--- config.mk ---
export PLATFORM = sky130hd
export DESIGN_NAME = pkt_framer_flat
export DESIGN_NICKNAME = d
export VERILOG_FILES = /design/src/hdl/pkt_pkg.sv /design/src/hdl/pkt_ifs.sv /design/src/hdl/pkt_framer.sv /design/src/flat_wrapper.sv
export SDC_FILE = /design/constraint.sdc
export NUM_CORES = 1
export LEC_CHECK = 0
export BUFFER_PORTS_ARGS = -buffer_cell sky130_fd_sc_hd__buf_2
export CAP_MARGIN = 30
export CORE_AREA = 2 2 98 100
export DETAILED_ROUTE_END_ITERATION = 12
export DIE_AREA = 0 0 100 102
export GPL_ROUTABILITY_DRIVEN = 0
export PLACE_DENSITY_LB_ADDON = 0.25
export SETUP_SLACK_MARGIN = 0.02
export SYNTH_ARGS = -nofsm -noshare
export SYNTH_HDL_FRONTEND = slang
export SYNTH_SLANG_ARGS = --single-unit
--- constraint.sdc ---
create_clock -name clk -period 2.18 [get_ports clk]
set_input_delay 0.218 -clock clk [delete_from_list [all_inputs] [get_ports clk]]
set_output_delay 0.218 -clock clk [all_outputs]
set_load 0.01 [all_outputs]
--- src/hdl/pkt_pkg.sv ---
/*
 * Shared definitions for the stream to packet framer
 * Field widths and typedefs, packet type codes,
 * header size constant and header word field positions
 */

package pkt_pkg;

   // Field widths
   localparam int SAMPLE_W = 32;
   localparam int WORD_W   = 64;
   localparam int TIME_W   = 64;
   localparam int SIZE_W   = 14;
   localparam int BURST_W  = 48;
   localparam int SEQ_W    = 8;
   localparam int FLOW_W   = 32;

   // I in the upper half, Q in the lower half
   typedef logic [SAMPLE_W-1:0] sample_t;
   typedef logic [WORD_W-1:0]   word_t;
   typedef logic [TIME_W-1:0]   pkt_time_t;
   typedef logic [SIZE_W-1:0]   pkt_size_t;
   typedef logic [BURST_W-1:0]  burst_cnt_t;
   typedef logic [SEQ_W-1:0]    seq_id_t;
   typedef logic [FLOW_W-1:0]   flow_id_t;

   typedef enum logic [7:0] {
      PKT_INT16_COMPLEX     = 8'h16,
      PKT_INT16_COMPLEX_EOB = 8'h17
   } pkt_type_t;

   // Header and time words, counted in 32-bit words
   localparam int HEADER_WORDS = 4;

   // ------------------------------------------------------------
   // Header word layout
   // ------------------------------------------------------------
   localparam int HDR_TYPE_LSB = 56;
   localparam int HDR_SEQ_LSB  = 48;
   localparam int HDR_SIZE_LSB = 32;
   localparam int HDR_SIZE_W   = 16;
   localparam int HDR_FLOW_LSB = 0;

endpackage

--- src/hdl/pkt_ifs.sv ---
/*
 * Internal buses of the framer
 * pack_ctl_if  write strobes from control to the sample packer
 * time_if      time entries from control to the framer
 * word_if      sample words from the packer to the framer
 */


interface time_if
   import pkt_pkg::*;
();
   pkt_time_t pkt_time;
   pkt_size_t size;
   logic      eob;
   logic      valid;
   logic      ready;

   modport source (output pkt_time, size, eob, valid, input ready);
   modport sink   (input pkt_time, size, eob, valid, output ready);
endinterface

interface word_if
   import pkt_pkg::*;
();
   word_t data;
   logic  last;
   logic  valid;
   logic  ready;

   modport source (output data, last, valid, input ready);
   modport sink   (input data, last, valid, output ready);
endinterface

--- src/hdl/pkt_framer.sv ---
/*
 * Output framer
 * Header, time, samples FSM, sequence ID counter
 * and the output word multiplexer
 */
`timescale 1ns/100ps

module pkt_framer
   import pkt_pkg::*;
(
   input  logic     clk,
   input  logic     rst,
   input  logic     enable,
   input  flow_id_t flow_id,
   input  logic     out_ready,
   output word_t    out_data,
   output logic     out_valid,
   output logic     out_last,
   time_if.sink     tq,
   word_if.sink     words
);

   typedef enum logic [1:0] {
      OUT_HEADER,
      OUT_TIME,
      OUT_SAMPLES
   } out_state_t;

   out_state_t out_state;
   seq_id_t    seq_id;
   pkt_type_t  pkt_type;
   word_t      hdr_word;
   logic       out_beat;

   assign out_beat = out_valid && out_ready;

   // ------------------------------------------------------------
   // Header word
   // ------------------------------------------------------------
   assign pkt_type = tq.eob ? PKT_INT16_COMPLEX_EOB : PKT_INT16_COMPLEX;

   always_comb begin
      hdr_word = '0;
      hdr_word[HDR_TYPE_LSB +: $bits(pkt_type_t)] = pkt_type;
      hdr_word[HDR_SEQ_LSB +: $bits(seq_id_t)]    = seq_id;
      hdr_word[HDR_SIZE_LSB +: HDR_SIZE_W]        = HDR_SIZE_W'(tq.size);
      hdr_word[HDR_FLOW_LSB +: $bits(flow_id_t)]  = flow_id;
   end

   // ------------------------------------------------------------
   // Output FSM
   // ------------------------------------------------------------
   always_ff @(posedge clk) begin
      if (rst) begin
         out_state <= OUT_HEADER;
      end else if (out_beat) begin
         case (out_state)
            OUT_HEADER:  out_state <= OUT_TIME;
            OUT_TIME:    out_state <= OUT_SAMPLES;
            // Back to the next header after the last sample word
            OUT_SAMPLES: out_state <= words.last ? OUT_HEADER : OUT_SAMPLES;
            default:     out_state <= OUT_HEADER;
         endcase
      end
   end

   // Valid comes from the FIFO heads only
   always_comb begin
      out_data  = hdr_word;
      out_valid = tq.valid;
      out_last  = 1'b0;
      case (out_state)
         OUT_TIME: begin
            out_data = tq.pkt_time;
         end
         OUT_SAMPLES: begin
            out_data  = words.data;
            out_valid = words.valid;
            out_last  = words.last;
         end
         default: begin
            out_data = hdr_word;
         end
      endcase
   end

   // Time entry leaves with the time word
   assign tq.ready    = (out_state == OUT_TIME) && out_ready;
   assign words.ready = (out_state == OUT_SAMPLES) && out_ready;

   // Restarts from 0 while disabled
   always_ff @(posedge clk) begin
      if (rst || !enable) begin
         seq_id <= '0;
      end else if (out_beat && out_last) begin
         seq_id <= seq_id + 1'b1;
      end
   end

endmodule

--- src/flat_wrapper.sv ---
// flat-port wrapper written by rule: the top's interface ports become plain ports
module pkt_framer_flat import pkt_pkg::*;
  (clk, rst, enable, flow_id, out_ready, out_data, out_valid, out_last, tq_pkt_time, tq_size, tq_eob, tq_valid, tq_ready, words_data, words_last, words_valid, words_ready);
  time_if tq_i ();
  word_if words_i ();
  input  logic clk;
  input  logic rst;
  input  logic enable;
  input  flow_id_t flow_id;
  input  logic out_ready;
  output word_t out_data;
  output logic out_valid;
  output logic out_last;
  input wire logic [$bits(tq_i.pkt_time)-1:0] tq_pkt_time;
  input wire logic [$bits(tq_i.size)-1:0] tq_size;
  input wire logic [$bits(tq_i.eob)-1:0] tq_eob;
  input wire logic [$bits(tq_i.valid)-1:0] tq_valid;
  output wire logic [$bits(tq_i.ready)-1:0] tq_ready;
  input wire logic [$bits(words_i.data)-1:0] words_data;
  input wire logic [$bits(words_i.last)-1:0] words_last;
  input wire logic [$bits(words_i.valid)-1:0] words_valid;
  output wire logic [$bits(words_i.ready)-1:0] words_ready;
  assign tq_i.pkt_time = tq_pkt_time;
  assign tq_i.size = tq_size;
  assign tq_i.eob = tq_eob;
  assign tq_i.valid = tq_valid;
  assign tq_ready = tq_i.ready;
  assign words_i.data = words_data;
  assign words_i.last = words_last;
  assign words_i.valid = words_valid;
  assign words_ready = words_i.ready;
  pkt_framer u_core (.clk(clk), .rst(rst), .enable(enable), .flow_id(flow_id), .out_ready(out_ready), .out_data(out_data), .out_valid(out_valid), .out_last(out_last), .tq(tq_i), .words(words_i));
endmodule
Word-level counts from Yosys, hierarchy flattened:

Index checks and enable logic that the tools add are counted.

* mux-type cells: 6
* add/subtract/negate cells: 1
* reductions and logical operators: 7
* equality and inequality tests: 2

Operators by type and width (count)
* one-hot mux 64 bit (2 select lines): 1
* adder 8 x 1 -> 8 bit, second input constant: 1
* one-hot mux 2 bit (3 select lines): 1
* logical AND 1 bit: 4
* two-way mux 1 bit: 3
* == test 2 x 1 -> 1 bit, second input constant: 1
* == test 2 bit, second input constant: 1
* zero test 2 bit: 1
* two-way mux 2 bit: 1
* zero test 1 bit: 1
* logical OR 1 bit: 1

* register bits: 10
* output and inout port bits: 68
* input bits: 182

Depth between registers and ports, before layout:

* depth in word-level cells: 4
* depth in mapped cells: 7
* gate-level depth less buffers: 6

Least setup slack after synthesis:

Ideal clock, no wire load.

* path kind: reg2out
* start: register u_core.out_state[0]
* end: output port out_data[13]
* required time: 1962 ps
* setup slack: 419 ps
* arrival: 1543 ps
* cell stages (with the launch flop): 7
* path buffers: 2
* cells stage by stage: dfxtp_1 > inv_1 > ha_1 > clkbuf_1 > clkbuf_1 > nor2_1 > a21oi_1

* word-level cells in the longest chain between the ends: 2
* elaborated cells on any way between the ends: 3

RTL lines
* start, declared: RTL line pkt_framer.sv:29 `out_state_t out_state;`
* start signal, assigned: RTL line pkt_framer.sv:61 `OUT_SAMPLES: out_state <= words.last ? OUT_HEADER : OUT_SAMPLES;`
* == test 2 bit or == test 2 x 1 -> 1 bit (tied branches): RTL line pkt_framer.sv:72 `case (out_state)`
* one-hot mux 64 bit (2 select lines) *: RTL line pkt_framer.sv:72
* end, declared: RTL line flat_wrapper.sv:11 `output word_t out_data;`

Every way passes the cells marked *; elsewhere a longest branch is shown, timed or not.

Final worst setup path:

* start: register u_core.out_state[1]
* end: output port out_data[0]

The elaborated chain is that of the path after synthesis.

==> results.toml <==
[critical_path]
critPathCaptureType = "output pin"
crit_type = "register to output pin"
cp.required_ps = 1960
reg2reg_depth = 5
cp-start-kind = "register"
reg2reg_from = "u_core.out_state[0]"
arrival_ps = 1800
timing.rr.end = "u_core.seq_id[3]"
crit_fanout = 47
ff2ff_setup_slack_ps = 380

[timing]
min_period_ps = 2020
setup_slack_ps = 161
slew_headroom = 0.716
setup_tns_ps = 0
slew_violations = 0
post-route-period-util = 0.926
fin_skew_ps = 4.52
hold-worst-slack_ps = 184
rsz0062_at_grt = "yes"
setup_viol = 0
fmax_mhz = 495
hold_violations = 0
tightest_slew_ps = 418

[drt]
dr.max_layer_used = "met4"
totalWireLength_um = 8980
dr_wl_met3_um = 541
viasPerCell = 4.92
vias = 3051
drc = 0
firstDrtPassIters = 4
m1WireLength_um = 3590
drtIter0Drc = 118
ant_nets = 0
met2WireLength_um = 4690
wire_per_inst_um = 14.5

[placed_design]
place_area_sq_um = 3070
dp.final_hpwl_um = 7140
place_ws_ps = 248
port_buffers = 249

[clocking]
cts_tree = "built"
clk_path_buf_depth = 2
clockRootBuffer = "clkbuf_8"
numCtsBuffers = 3
worstSkewPairLatency_ps = 240
htreeDepth = 1
ctsHoldBuffers = 0
clk_pin_slew_ps = 50
cts.sinks = 10

[power_and_ir_drop]
p_int_mw = 0.784
p_leak_nw = 1.54
p_switching_mw = 0.612
p_sw_frac = 0.438
power.share.clock = 0.169
power_density_nw_per_um2 = 443
combPwrFrac = 0.695
pwr-share-seq = 0.136
report.power.total_mw = 1.40
ir_worst_vdd_v = 0.000160

[min_path]
worst_hold_path.num_cells = 2
hold-path-endpoint = "u_core.out_state[1]"
min-delay-start = "rst"
hp-class = "input pin to register"

[floorplan]
core_area_sq_um = 9110
start_util = 0.189
row_count = 35
ioPinCount = 250
fp.dieH_um = 102
dieArea_sq_um = 10200
die_w_um = 100

[finish]
drive_above_1_share = 0.528
insertedDiodeCount = 0
fin_area_sq_um = 3150
nFillCells = 1019
multi_input_area_sq_um = 1410
area_delta_synth_final_pct = 83.3
seqCellArea_sq_um = 200
nets = 697

[synth]
yosysTopAreaCellShare = 0.279
yosys-top-cells-area = "a22oi_1, a21oi_1, nor2_1"
ys_seq_area_frac = 0.116
syn_inst = 277
synth_cell_type_count = 31
ys_seq_elements = 10
synth_top_cell_by_area = "a22oi_1"
synth_fp_nets = 464
ys_warn_count = 0
avgSynthCellArea_sq_um = 6.21
netlist_area_sq_um = 1720

[run_status]
outcome = "complete, no violations"

[global_route]
grt_use_total = 0.154
grt_pass1_wl_um = 12900
grt-ovfl-total = 0
grt_max_degree = 48
grt_pass1_vias = 2675
antenna_found_initial = 0

[flow_run]
drv_cap = 0
[layout make-up]
cell class                      instances  area share
Multi-Input combinational cell        235       0.447
Timing Repair Buffer                  257       0.425
Inverter                                3     0.00357
Clock buffer                            4      0.0175
Sequential cell                        10      0.0635
Tap cell                              111      0.0441
[layer usage]
metal,vias up,global-route usage
met5,-,0
met4,0,0.0400
met2,129,0.273
met3,12,0.0239
li1,1503,-
met1,1407,0.195
[worst max-delay path: stages (launching register included)]
cell	delay, ps
dfxtp_1	390
inv_1	130
ha_4	420
buf_12	240
nor2_1	70
a21oi_1	130
buf_2	160
[worst max-delay path by stage]
stage | startpoint | depth (start not counted) | end
6_report | u_core.out_state[1] | 6 | out_data[0]
5_1_grt | u_core.out_state[1] | 6 | out_data[49]
4_1_cts | u_core.out_state[0] | 6 | out_data[0]
3_5_place_dp | u_core.out_state[0] | 6 | u_core.out_state[0]
3_3_place_gp | u_core.out_state[0] | 6 | u_core.out_state[0]
2_1_floorplan | u_core.out_state[0] | 6 | out_data[13]
[cells in the mapped netlist]
master / n
a21o_1: 1
a21oi_1: 64
a22oi_1: 64
a311oi_1: 1
and2_1: 3
buf_1: 3
buf_2: 2
buf_6: 2
clkbuf_1: 22
dfxtp_1: 10
ha_1: 5
inv_1: 2
inv_2: 1
mux2i_1: 2
mux2i_2: 1
nand2_1: 7
nand2b_1: 3
nand3_1: 4
nand3_2: 1
nand4_1: 2
nand4_2: 1
nor2_1: 55
nor2b_1: 7
nor3b_1: 1
nor4_1: 1
nor4_2: 1
o21ai_0: 2
o21ai_1: 1
o31ai_1: 3
or3_1: 2
or4_1: 3
[flip-flops by register name, summed over array words and instances (netlist names)]
signal,flops
u_core.seq_id,8
u_core.out_state,2
[cells in the final DEF (no fill, tap or decap), types with 3 or more instances in the layout]
cell      synthesis  final
nand3_1           4      4
nand2b_1          3      3
a22oi_1          64     64
dfxtp_1          10     10
clkbuf_8          0      4
nor2b_1           7      7
buf_4             0      4
nand2_1           7      7
nor2_1           55     55
and2_1            3      3
a21oi_1          64     64
or4_1             3      3
o31ai_1           3      3
buf_2             2    249
[kinds of logic after synthesis]
kind of cell,share of synthesized area
buffers and inverters,0.0801
adder cells (fa/ha/maj),0.0364
multiplexers,0.0196
flip-flops,0.116
AO/OA/AOI/OAI,0.497
AND/OR/NAND/NOR,0.250
[stage by stage]
step,std cells,utilization
final,620,0.346
after detailed placement,615,0.337
after global routing,620,0.346
after CTS,619,0.344
after floorplan,277,-
after global placement,615,0.337
[repair_timing]
item | CTS | global route
pin swaps | 0 | 1
endpoints found under the setup margin | 1 | 45
setup buffers | 0 | 1
gates resized for setup | 1 | 2
[power groups by stage]
| stage | sequential (mW) | clock [mW] | combinational [mW] |
|---|---|---|---|
| final | 0.190 | 0.236 | 0.970 |
| after detailed placement | 0.193 | 0 | 0.961 |
| after global routing | 0.190 | 0.253 | 1.07 |
| after floorplan | 0.192 | 0 | 0.506 |
| after global placement | 0.193 | 0 | 0.954 |
| after CTS | 0.190 | 0.242 | 0.968 |
No activity file was read; power rests on OpenSTA's default activity.
